===== config.mk =====
export PLATFORM = sky130hd
export DESIGN_NAME = FetchUnit
export DESIGN_NICKNAME = d
export VERILOG_FILES = /design/src/design/branchPkg.sv /design/src/design/fetchPkg.sv /design/src/design/BranchTargetBuffer.sv /design/src/design/FetchUnit.sv /design/src/design/ParcelAligner.sv /design/src/design/ProgramCounter.sv
export VERILOG_INCLUDE_DIRS = /design/src /design/src/design
export SDC_FILE = /design/constraint.sdc
export NUM_CORES = 2
export LEC_CHECK = 0
export ABC_CLOCK_PERIOD_IN_PS = 7100
export BUFFER_PORTS_ARGS = -buffer_cell sky130_fd_sc_hd__buf_2
export CORE_MARGIN = 2
export CORE_UTILIZATION = 60
export DETAILED_ROUTE_END_ITERATION = 8
export PLACE_DENSITY = 0.79
export SLEW_MARGIN = 20
export SYNTH_ARGS = -nofsm -noshare
export SYNTH_HDL_FRONTEND = slang
export SYNTH_SLANG_ARGS = --single-unit

===== constraint.sdc =====
create_clock -name clk -period 7.1 [get_ports clk]
set_input_delay 0.355 -clock clk [delete_from_list [all_inputs] [get_ports clk]]
set_output_delay 0.355 -clock clk [all_outputs]
set_load 0.02 [all_outputs]

===== src/design/fetch_cfg.svh =====
`ifndef FETCH_CFG_SVH
`define FETCH_CFG_SVH

// 16-bit parcels per 8-byte fetch block
`define NUM_PARCELS 4

// BTB sets, two ways per set
`define BTB_SETS 8

`define BRANCH_ID_W 8

`endif


===== src/design/branchPkg.sv =====
`include "fetch_cfg.svh"

package branchPkg;

    typedef enum logic {
        BrCond,     // Conditional branch
        BrJump      // Unconditional jump
    } BranchKind;

    // Two-bit saturating counter, upper half predicts taken
    typedef enum logic [1:0] {
        StrongNotTaken = 2'b00,
        WeakNotTaken   = 2'b01,
        WeakTaken      = 2'b10,
        StrongTaken    = 2'b11
    } PredCounter;

    localparam int SetIdxW = $clog2(`BTB_SETS);

    // Address bits above set index and block offset
    localparam int TagW = 32 - SetIdxW - 3;

    typedef logic [TagW-1:0] BtbTag;

endpackage


===== src/design/fetchPkg.sv =====
`include "fetch_cfg.svh"

package fetchPkg;

    // Byte address
    typedef logic [31:0] FetchAddr;

    // Halfword address, byte address without bit 0
    typedef logic [30:0] ParcelPc;

    typedef logic [$clog2(`NUM_PARCELS)-1:0] SlotIdx;

    typedef logic [15:0] Parcel;

    typedef logic [`BRANCH_ID_W-1:0] BranchId;

endpackage


===== src/design/BranchTargetBuffer.sv =====
`timescale 1ns/1ps
`include "fetch_cfg.svh"

module BranchTargetBuffer (
    input  logic                 clk,
    input  logic                 rst,
    input  fetchPkg::ParcelPc    lookupPc,
    input  logic                 updValid,
    input  fetchPkg::FetchAddr   updPc,
    input  fetchPkg::FetchAddr   updDst,
    input  branchPkg::BranchKind updKind,
    input  logic                 updTaken,
    output logic                 branchFound,
    output logic                 branchTaken,
    output logic                 isJump,
    output fetchPkg::FetchAddr   branchSrc,
    output fetchPkg::FetchAddr   branchDst,
    output fetchPkg::BranchId    branchId,
    output logic                 multipleBranches
);
    import fetchPkg::*;
    import branchPkg::*;

    logic       entValid [`BTB_SETS][2];
    BtbTag      entTag   [`BTB_SETS][2];
    SlotIdx     entSlot  [`BTB_SETS][2];
    BranchKind  entKind  [`BTB_SETS][2];
    FetchAddr   entDst   [`BTB_SETS][2];
    PredCounter entCtr   [`BTB_SETS][2];

    logic [SetIdxW-1:0] lkSet;
    BtbTag              lkTag;
    SlotIdx             lkSlot;
    logic [1:0]         qual;
    logic               first;      // Way with the earliest qualifying slot
    logic               firstTaken;

    logic [SetIdxW-1:0] updSet;
    BtbTag              updTag;
    SlotIdx             updSlot;
    logic [1:0]         updHitVec;
    logic               updHit;
    logic               updWay;
    logic               allocWay;

    function automatic PredCounter bumpCtr(PredCounter c, logic taken);
        case (c)
            StrongNotTaken: return taken ? WeakNotTaken : StrongNotTaken;
            WeakNotTaken:   return taken ? WeakTaken : StrongNotTaken;
            WeakTaken:      return taken ? StrongTaken : WeakNotTaken;
            default:        return taken ? StrongTaken : WeakTaken;
        endcase
    endfunction

    assign lkSlot = lookupPc[1:0];
    assign lkSet  = lookupPc[SetIdxW+1:2];
    assign lkTag  = lookupPc[30:SetIdxW+2];

    always_comb begin
        for (int w = 0; w < 2; w++) begin
            qual[w] = entValid[lkSet][w] && entTag[lkSet][w] == lkTag
                && entSlot[lkSet][w] >= lkSlot;
        end
        if (&qual) begin
            first = entSlot[lkSet][1] < entSlot[lkSet][0];  // Tie goes to way 0
        end else begin
            first = qual[1];
        end
    end

    assign firstTaken = entKind[lkSet][first] == BrJump
        || entCtr[lkSet][first] inside {WeakTaken, StrongTaken};

    assign branchFound      = |qual;
    assign isJump           = branchFound && entKind[lkSet][first] == BrJump;
    assign branchTaken      = branchFound && firstTaken;
    assign branchSrc        = {lookupPc[30:2], entSlot[lkSet][first], 1'b0};
    assign branchDst        = entDst[lkSet][first];
    assign branchId         = BranchId'({lkSet, first});
    assign multipleBranches = &qual && !firstTaken;

    // Training side
    assign updSlot = updPc[2:1];
    assign updSet  = updPc[SetIdxW+2:3];
    assign updTag  = updPc[31:SetIdxW+3];

    always_comb begin
        for (int w = 0; w < 2; w++) begin
            updHitVec[w] = entValid[updSet][w] && entTag[updSet][w] == updTag
                && entSlot[updSet][w] == updSlot;
        end
    end

    assign updHit   = |updHitVec;
    assign updWay   = updHitVec[1];
    assign allocWay = entValid[updSet][0];   // Way 0 while free

    always_ff @(posedge clk) begin
        if (rst) begin
            for (int s = 0; s < `BTB_SETS; s++) begin
                entValid[s][0] <= 1'b0;
                entValid[s][1] <= 1'b0;
            end
        end else if (updValid && !updHit && updTaken) begin
            entValid[updSet][allocWay] <= 1'b1;
        end
    end

    always_ff @(posedge clk) begin
        if (updValid) begin
            if (updHit) begin
                entCtr[updSet][updWay]  <= bumpCtr(entCtr[updSet][updWay], updTaken);
                entDst[updSet][updWay]  <= updDst;
                entKind[updSet][updWay] <= updKind;
            end else if (updTaken) begin
                entTag[updSet][allocWay]  <= updTag;
                entSlot[updSet][allocWay] <= updSlot;
                entKind[updSet][allocWay] <= updKind;
                entDst[updSet][allocWay]  <= updDst;
                entCtr[updSet][allocWay]  <= WeakTaken;
            end
        end
    end

endmodule


===== src/design/FetchUnit.sv =====
`timescale 1ns/1ps
`include "fetch_cfg.svh"

module FetchUnit (
    input  logic                       clk,
    input  logic                       rst,
    input  logic                       fetchEn,
    input  logic                       redirect,
    input  fetchPkg::FetchAddr         redirectPc,
    input  logic                       updValid,
    input  fetchPkg::FetchAddr         updPc,
    input  fetchPkg::FetchAddr         updDst,
    input  branchPkg::BranchKind       updKind,
    input  logic                       updTaken,
    input  logic [`NUM_PARCELS*16-1:0] instrBlock,
    output fetchPkg::FetchAddr         pcAddr,
    output fetchPkg::Parcel            outInstr [`NUM_PARCELS],
    output fetchPkg::FetchAddr         outPc [`NUM_PARCELS],
    output fetchPkg::BranchId          outBranchId [`NUM_PARCELS],
    output logic [`NUM_PARCELS-1:0]    outPred,
    output logic [2:0]                 outCount,
    output logic                       outValid
);
    import fetchPkg::*;

    // BTB prediction for the current pc
    logic     branchFound;
    logic     branchTaken;
    logic     isJump;
    FetchAddr branchSrc;
    FetchAddr branchDst;
    BranchId  branchId;
    logic     multipleBranches;

    Parcel                   parcelInstr [`NUM_PARCELS];
    FetchAddr                parcelPc [`NUM_PARCELS];
    logic [`NUM_PARCELS-1:0] parcelValid;
    BranchId                 parcelBranchId [`NUM_PARCELS];
    logic [`NUM_PARCELS-1:0] parcelPred;

    BranchTargetBuffer btb (
        .clk(clk), .rst(rst),
        .lookupPc(pcAddr[31:1]),
        .updValid(updValid), .updPc(updPc), .updDst(updDst),
        .updKind(updKind), .updTaken(updTaken),
        .branchFound(branchFound), .branchTaken(branchTaken), .isJump(isJump),
        .branchSrc(branchSrc), .branchDst(branchDst), .branchId(branchId),
        .multipleBranches(multipleBranches)
    );

    ProgramCounter pcStage (
        .clk(clk), .rst(rst), .fetchEn(fetchEn),
        .redirect(redirect), .redirectPc(redirectPc), .instrBlock(instrBlock),
        .branchFound(branchFound), .branchTaken(branchTaken), .isJump(isJump),
        .branchSrc(branchSrc), .branchDst(branchDst), .branchId(branchId),
        .multipleBranches(multipleBranches),
        .pcRaw(pcAddr),
        .parcelInstr(parcelInstr), .parcelPc(parcelPc), .parcelValid(parcelValid),
        .parcelBranchId(parcelBranchId), .parcelPred(parcelPred)
    );

    ParcelAligner aligner (
        .clk(clk), .rst(rst), .fetchEn(fetchEn),
        .parcelInstr(parcelInstr), .parcelPc(parcelPc), .parcelValid(parcelValid),
        .parcelBranchId(parcelBranchId), .parcelPred(parcelPred),
        .outInstr(outInstr), .outPc(outPc), .outBranchId(outBranchId),
        .outPred(outPred), .outCount(outCount), .outValid(outValid)
    );

endmodule


===== src/design/ParcelAligner.sv =====
`timescale 1ns/1ps
`include "fetch_cfg.svh"

module ParcelAligner (
    input  logic                    clk,
    input  logic                    rst,
    input  logic                    fetchEn,
    input  fetchPkg::Parcel         parcelInstr [`NUM_PARCELS],
    input  fetchPkg::FetchAddr      parcelPc [`NUM_PARCELS],
    input  logic [`NUM_PARCELS-1:0] parcelValid,
    input  fetchPkg::BranchId       parcelBranchId [`NUM_PARCELS],
    input  logic [`NUM_PARCELS-1:0] parcelPred,
    output fetchPkg::Parcel         outInstr [`NUM_PARCELS],
    output fetchPkg::FetchAddr      outPc [`NUM_PARCELS],
    output fetchPkg::BranchId       outBranchId [`NUM_PARCELS],
    output logic [`NUM_PARCELS-1:0] outPred,
    output logic [2:0]              outCount,
    output logic                    outValid
);
    import fetchPkg::*;

    Parcel                   packInstr [`NUM_PARCELS];
    FetchAddr                packPc [`NUM_PARCELS];
    BranchId                 packId [`NUM_PARCELS];
    logic [`NUM_PARCELS-1:0] packPred;
    logic [2:0]              cnt;

    // Order preserving compaction, cnt doubles as the write slot
    always_comb begin
        cnt = 3'd0;
        for (int i = 0; i < `NUM_PARCELS; i++) begin
            packInstr[i] = '0;
            packPc[i]    = '0;
            packId[i]    = '0;
            packPred[i]  = 1'b0;
        end
        for (int i = 0; i < `NUM_PARCELS; i++) begin
            if (parcelValid[i]) begin
                packInstr[SlotIdx'(cnt)] = parcelInstr[i];
                packPc[SlotIdx'(cnt)]    = parcelPc[i];
                packId[SlotIdx'(cnt)]    = parcelBranchId[i];
                packPred[SlotIdx'(cnt)]  = parcelPred[i];
                cnt = cnt + 3'd1;
            end
        end
    end

    always_ff @(posedge clk) begin
        if (rst) begin
            outCount <= 3'd0;
            outValid <= 1'b0;
        end else if (fetchEn) begin
            outCount <= cnt;
            outValid <= cnt != 3'd0;
        end
    end

    always_ff @(posedge clk) begin
        if (fetchEn) begin
            outInstr    <= packInstr;
            outPc       <= packPc;
            outBranchId <= packId;
            outPred     <= packPred;
        end
    end

endmodule


===== src/design/ProgramCounter.sv =====
`timescale 1ns/1ps
`include "fetch_cfg.svh"

module ProgramCounter (
    input  logic                     clk,
    input  logic                     rst,
    input  logic                     fetchEn,
    input  logic                     redirect,
    input  fetchPkg::FetchAddr       redirectPc,
    input  logic [`NUM_PARCELS*16-1:0] instrBlock,
    input  logic                     branchFound,
    input  logic                     branchTaken,
    input  logic                     isJump,
    input  fetchPkg::FetchAddr       branchSrc,
    input  fetchPkg::FetchAddr       branchDst,
    input  fetchPkg::BranchId        branchId,
    input  logic                     multipleBranches,
    output fetchPkg::FetchAddr       pcRaw,
    output fetchPkg::Parcel          parcelInstr [`NUM_PARCELS],
    output fetchPkg::FetchAddr       parcelPc [`NUM_PARCELS],
    output logic [`NUM_PARCELS-1:0]  parcelValid,
    output fetchPkg::BranchId        parcelBranchId [`NUM_PARCELS],
    output logic [`NUM_PARCELS-1:0]  parcelPred
);
    import fetchPkg::*;

    ParcelPc pc;

    // Metadata of the block whose data arrives next cycle
    ParcelPc                 pcLast;
    logic [`NUM_PARCELS-1:0] maskLast;
    logic                    brValidLast;
    SlotIdx                  brSlotLast;
    BranchId                 brIdLast;
    logic                    brPredLast;

    SlotIdx                  brSlot;
    logic                    predTaken;
    ParcelPc                 seqPc;
    ParcelPc                 nextPc;
    logic [`NUM_PARCELS-1:0] cutMask;
    logic [`NUM_PARCELS-1:0] nextMask;

    assign pcRaw     = {pc, 1'b0};
    assign brSlot    = branchSrc[2:1];
    assign predTaken = branchFound && (isJump || branchTaken);
    assign seqPc     = {pc[30:2] + 29'd1, 2'b00};

    always_comb begin
        for (int i = 0; i < `NUM_PARCELS; i++) begin
            cutMask[i] = i <= brSlot;   // Keep up to the branch slot
        end
        if (predTaken) begin
            nextPc   = branchDst[31:1];
            nextMask = cutMask;
        end else if (branchFound && multipleBranches) begin
            // Second branch later in the block, restart just after this one
            nextPc   = branchSrc[31:1] + 31'd1;
            nextMask = cutMask;
        end else begin
            nextPc   = seqPc;
            nextMask = '1;
        end
    end

    // Redirect flushes both blocks in flight
    always_ff @(posedge clk) begin
        if (rst) begin
            pc          <= '0;
            maskLast    <= '0;
            brValidLast <= 1'b0;
            brPredLast  <= 1'b0;
            parcelValid <= '0;
            parcelPred  <= '0;
        end else if (fetchEn) begin
            if (redirect) begin
                pc          <= redirectPc[31:1];
                maskLast    <= '0;
                brValidLast <= 1'b0;
                parcelValid <= '0;
                parcelPred  <= '0;
            end else begin
                pc          <= nextPc;
                maskLast    <= nextMask;
                brValidLast <= branchFound;
                brPredLast  <= predTaken;
                for (int i = 0; i < `NUM_PARCELS; i++) begin
                    parcelValid[i] <= maskLast[i] && i >= pcLast[1:0];
                    parcelPred[i]  <= brValidLast && brPredLast && brSlotLast == i;
                end
            end
        end
    end

    always_ff @(posedge clk) begin
        if (fetchEn && !redirect) begin
            pcLast     <= pc;
            brSlotLast <= brSlot;
            brIdLast   <= branchId;
            for (int i = 0; i < `NUM_PARCELS; i++) begin
                parcelInstr[i] <= instrBlock[16*i +: 16];
                parcelPc[i]    <= {pcLast[30:2], SlotIdx'(i), 1'b0};
                // Only the branch slot carries an ID
                parcelBranchId[i] <= (brValidLast && brSlotLast == i) ? brIdLast : '0;
            end
        end
    end

endmodule


==> flow_metrics.tcl <==
set metrics [dict create \
    status "completed" \
    leakage_uw 0.0241 \
    grt_pass1_wl_mm 257 \
    worst_r2r_path_depth 16 \
    clock.fmax_ghz 0.165 \
    placeableCoreArea_um2 100000 \
    setup_viol_count_final 0 \
    cts_setup_buffers 0 \
    worstMarginPinSlew_ns 1.18 \
    cp-start-kind "register" \
    cell_count_after_synthesis 3692 \
    cts_buffer_depth 3 \
    worst_path_depth 16 \
    unrepaired_setup_endpoints_after_global_routing "false" \
    crit_arrival_ns 6.70 \
    setup_tns_ns 0 \
    critical_path.slowest_cell "sky130_fd_sc_hd__dfxtp_4" \
    detailed_route_drc_error_count 0 \
    drive_above_1_share 0.259 \
    crit_path_end_kind "register" \
    switching_share 0.242 \
    place_hpwl_mm 110 \
    die_area_um2 103000 \
    cp_num_buf_inv 2 \
    grt_antenna_before_repair 28 \
    final.hold.worst_slack_ns 0.0430 \
    timing.final.crit_share 0.853 \
    clock_latency_ns 0.82 \
    path_delay_family "multiplexers" \
    dr_total_vias 39000 \
    floorplan.initialDensity 0.605 \
    clk_pin_slew_ns 0.07 \
    fillCellCount 6037 \
    reg2reg_setup_slack_ns 1.05 \
    gr-total-overflow 0 \
    tritoncts "built" \
    fraction_of_the_yosys_area_taken_by_sequential_cells 0.689 \
    worst_slew_margin_rel 0.210 \
    avgViaCountPerCell 6.87 \
    dp_worst_setup_slack_ns 1.06 \
    detail_route.wl_per_cell_um 31.6 \
    p_per_area_nw_per_um2 261 \
    critical_path.max_stage_delay_ns 0.86 \
    critical_path_class "reg2reg" \
    max_cap_viol_count 0 \
    power.combinational.fraction 0.083 \
    cell_types_with_the_largest_area_share_after_synthesis "sky130_fd_sc_hd__edfxtp_1 67%, sky130_fd_sc_hd__mux4_2 8.2%, sky130_fd_sc_hd__mux2i_1 2.7%" \
    synth.yosys.warnings 0 \
    cp_max_fo 35 \
    synth_area_leader_cell "sky130_fd_sc_hd__edfxtp_1" \
    yosys_most_used_dff "sky130_fd_sc_hd__edfxtp_1" \
    peakVddDrop_mv 0.236 \
    pwr-share-clk 0.403 \
    drv_slew 0 \
    detailed_place.area_um2 64100 \
    endpoint "pcStage.pc[30]$_SDFFE_PP0P_" \
    cts_hold_repair.buffers 145 \
    p_sw_uw 4430 \
    final.min_clock_period_ns 6.05 \
    cp_data_required_time_ns 7.74 \
    synth_enable_flop_cells 1343 \
    pin_count 431 \
    cts-buffers-inserted 143 \
    gp_congestion 0.979 \
    crit-reg2reg-capture "pcStage.pc[30]$_SDFFE_PP0P_" \
    number_of_distinct_standard_cells_referenced_by_the_synthesized_netlist 90 \
    min-delay-path-class "in2reg" \
    cts.root.buffer_cell "sky130_fd_sc_hd__clkbuf_16" \
    finish.instance_area_um2 70200 \
    rows 116 \
    layout-area-overhead-vs-synth_pct 16.0 \
    cts.sink_count 1411 \
    layout_setup_ws_ns 1.05 \
    routed_wl_mm 180 \
    worst_clock_skew_ns 0.0869 \
    cts-htree-levels 4 \
    synthDominantCellAreaShare 0.666 \
    cts.repair.resized 0 \
    share_seq_of_total_power 0.514 \
    finish.utilization 0.702 \
    syn_area_um2 60500 \
    die_w_um 322 \
    floorplan.die.height_um 322 \
    antenna_violating_nets_post_route 0 \
    worstPathCellList "buf_4, mux4_2, mux2i_1, xor2_1, and4b_1, and4_1, nand4bb_1, o21ai_4, mux2i_1, inv_1, ha_1, nor4_4, nor3_1, a21o_1, a311oi_1, nor3_1" \
    grt_max_degree 142 \
    port_buffers 406 \
    num-nets-final 4441 \
    synth_async_sr_flop_share 0 \
    synth_seq_cells 1411 \
    synthesis.area_per_instance_um2 16.4 \
    internal_power_uw 13900 \
    hold_violations 0 \
    first_global_vias 38200 \
    grt_usage 0.346 \
    drt_first_iter_violations 5790 \
    pre_antenna_drt_iters 9 \
]
## per-stage QoR
step | std cells | power [uW]
6_report | 5683 | 18300
3_3_place_gp | 5263 | 10900
2_1_floorplan | 3712 | 10400
5_1_grt | 5677 | 18700
4_1_cts | 5670 | 18300
3_5_place_dp | 5264 | 11000
## how the worst min path moves through the flow
stage | start | to | slack [ns] | cells after the start
CTS | redirectPc[27] | pcStage.pc[26]$_SDFFE_PP0P_ | 0.005 | 5
detailed placement | pcStage.pcLast[17]$_DFFE_PP_ | pcStage.parcelPc[18]$_DFFE_PP_ | 0.40 | 0
floorplan | pcStage.pcLast[9]$_DFFE_PP_ | pcStage.parcelPc[10]$_DFFE_PP_ | 0.40 | 0
global route | redirectPc[27] | pcStage.pc[26]$_SDFFE_PP0P_ | 0.03 | 5
global placement | pcStage.pcLast[15]$_DFFE_PP_ | pcStage.parcelPc[16]$_DFFE_PP_ | 0.40 | 0
finish | fetchEn | aligner.outInstr[46]$_DFFE_PP_ | 0.04 | 1
## cells by family after synthesis
group / synth area share
flip-flops: 0.689
AND/OR/NAND/NOR: 0.0653
AO/OA/AOI/OAI: 0.0746
multiplexers: 0.127
buffers and inverters: 0.0279
XOR/XNOR: 0.0122
adder cells (fa/ha/maj): 0.00401
other: 0.0000620
## area by class of cell
cell class | instances | area (um2) | area share
clock inverter | 79 | 828 | 0.0118
inverter | 34 | 133 | 0.00189
multi-input combinational | 1981 | 17400 | 0.248
tap | 1298 | 1620 | 0.0231
sequential | 1411 | 41700 | 0.594
antenna | 13 | 32.5 | 0.000464
timing repair buffer | 685 | 4690 | 0.0669
clock buffer | 182 | 3780 | 0.0539
## routing by layer
| layer | track usage | share of wire | vias up | wire length (um) |
|---|---|---|---|---|
| li1 | - | - | 15900 | - |
| met1 | 0.447 | 0.34 | 19200 | 61100 |
| met2 | 0.541 | 0.47 | 3291 | 83600 |
| met3 | 0.0848 | 0.13 | 691 | 23300 |
| met4 | 0.196 | 0.064 | 20 | 11400 |
| met5 | 0 | 0.00080 | - | 144 |
## cell usage in the layout, fill, tap and decap left out, types with 34 or more instances in the layout
cell                            count
sky130_fd_sc_hd__a21oi_1           55
sky130_fd_sc_hd__a221oi_1          44
sky130_fd_sc_hd__a22o_1            47
sky130_fd_sc_hd__a22oi_1          145
sky130_fd_sc_hd__and2_1            90
sky130_fd_sc_hd__buf_2            402
sky130_fd_sc_hd__buf_4            122
sky130_fd_sc_hd__clkbuf_16        143
sky130_fd_sc_hd__clkinv_1          35
sky130_fd_sc_hd__dfxtp_1           65
sky130_fd_sc_hd__dlygate4sd3_1    145
sky130_fd_sc_hd__edfxtp_1        1343
sky130_fd_sc_hd__mux2_2            97
sky130_fd_sc_hd__mux2i_1          162
sky130_fd_sc_hd__mux4_2           219
sky130_fd_sc_hd__nand2_1          208
sky130_fd_sc_hd__nand3_1           34
sky130_fd_sc_hd__nor2_1           101
sky130_fd_sc_hd__nor2b_1           77
sky130_fd_sc_hd__nor3_1            38
sky130_fd_sc_hd__o21ai_0          124
sky130_fd_sc_hd__o22ai_1           39
sky130_fd_sc_hd__xnor2_1           39
sky130_fd_sc_hd__xor2_1            45
## synthesized netlist by cell type (all sizes together), types with 13 or more instances
cell    number
inv         30
a221oi      44
o211ai      13
dfxtp       68
nand4       24
and3        36
clkbuf     139
a21oi       58
nor3        41
ha          17
mux2i      163
o21a        16
o22ai       39
nor2b       77
nand2      208
a221o       22
buf        147
o21ai      128
nor2       113
a22o        47
a211oi      18
mux2        97
a31oi       13
nor4        26
edfxtp    1343
mux4       220
xor2        45
a22oi      145
nand3       34
xnor2       39
and2       106
## worst register-to-register path: stages, from the launching register on
cell,delay [ns]
sky130_fd_sc_hd__dfxtp_4,0.86
sky130_fd_sc_hd__buf_4,0.41
sky130_fd_sc_hd__mux4_2,0.54
sky130_fd_sc_hd__mux2i_1,0.77
sky130_fd_sc_hd__xor2_1,0.28
sky130_fd_sc_hd__and4b_1,0.25
sky130_fd_sc_hd__and4_1,0.19
sky130_fd_sc_hd__nand4bb_1,0.19
sky130_fd_sc_hd__o21ai_4,0.23
sky130_fd_sc_hd__mux2i_1,0.45
sky130_fd_sc_hd__inv_1,0.11
sky130_fd_sc_hd__ha_1,0.25
sky130_fd_sc_hd__nor4_4,0.56
sky130_fd_sc_hd__nor3_1,0.25
sky130_fd_sc_hd__a21o_1,0.21
sky130_fd_sc_hd__a311oi_1,0.28
sky130_fd_sc_hd__nor3_1,0.08
## flip-flops by register name (all words and copies together), names as in the netlist, 16 cells and up, named ones only
register                count
pcStage.parcelInstr        64
btb.entTag                416
pcStage.pc                 31
btb.entKind                16
pcStage.pcLast             31
aligner.outInstr           64
aligner.outPc             124
btb.entDst                496
btb.entSlot                32
pcStage.parcelBranchId     16
pcStage.parcelPc           29
aligner.outBranchId        16
btb.entCtr                 32
btb.entValid               16
## power groups by stage
stage | clock, uW | combinational, uW | sequential, uW
final | 7370 | 1530 | 9400
after global routing | 7700 | 1580 | 9410
after CTS | 7390 | 1490 | 9400
after detailed placement | 0 | 1400 | 9570
after global placement | 0 | 1380 | 9560
after floorplan | 0 | 823 | 9570
No activity file was read; power rests on OpenSTA's default activity.
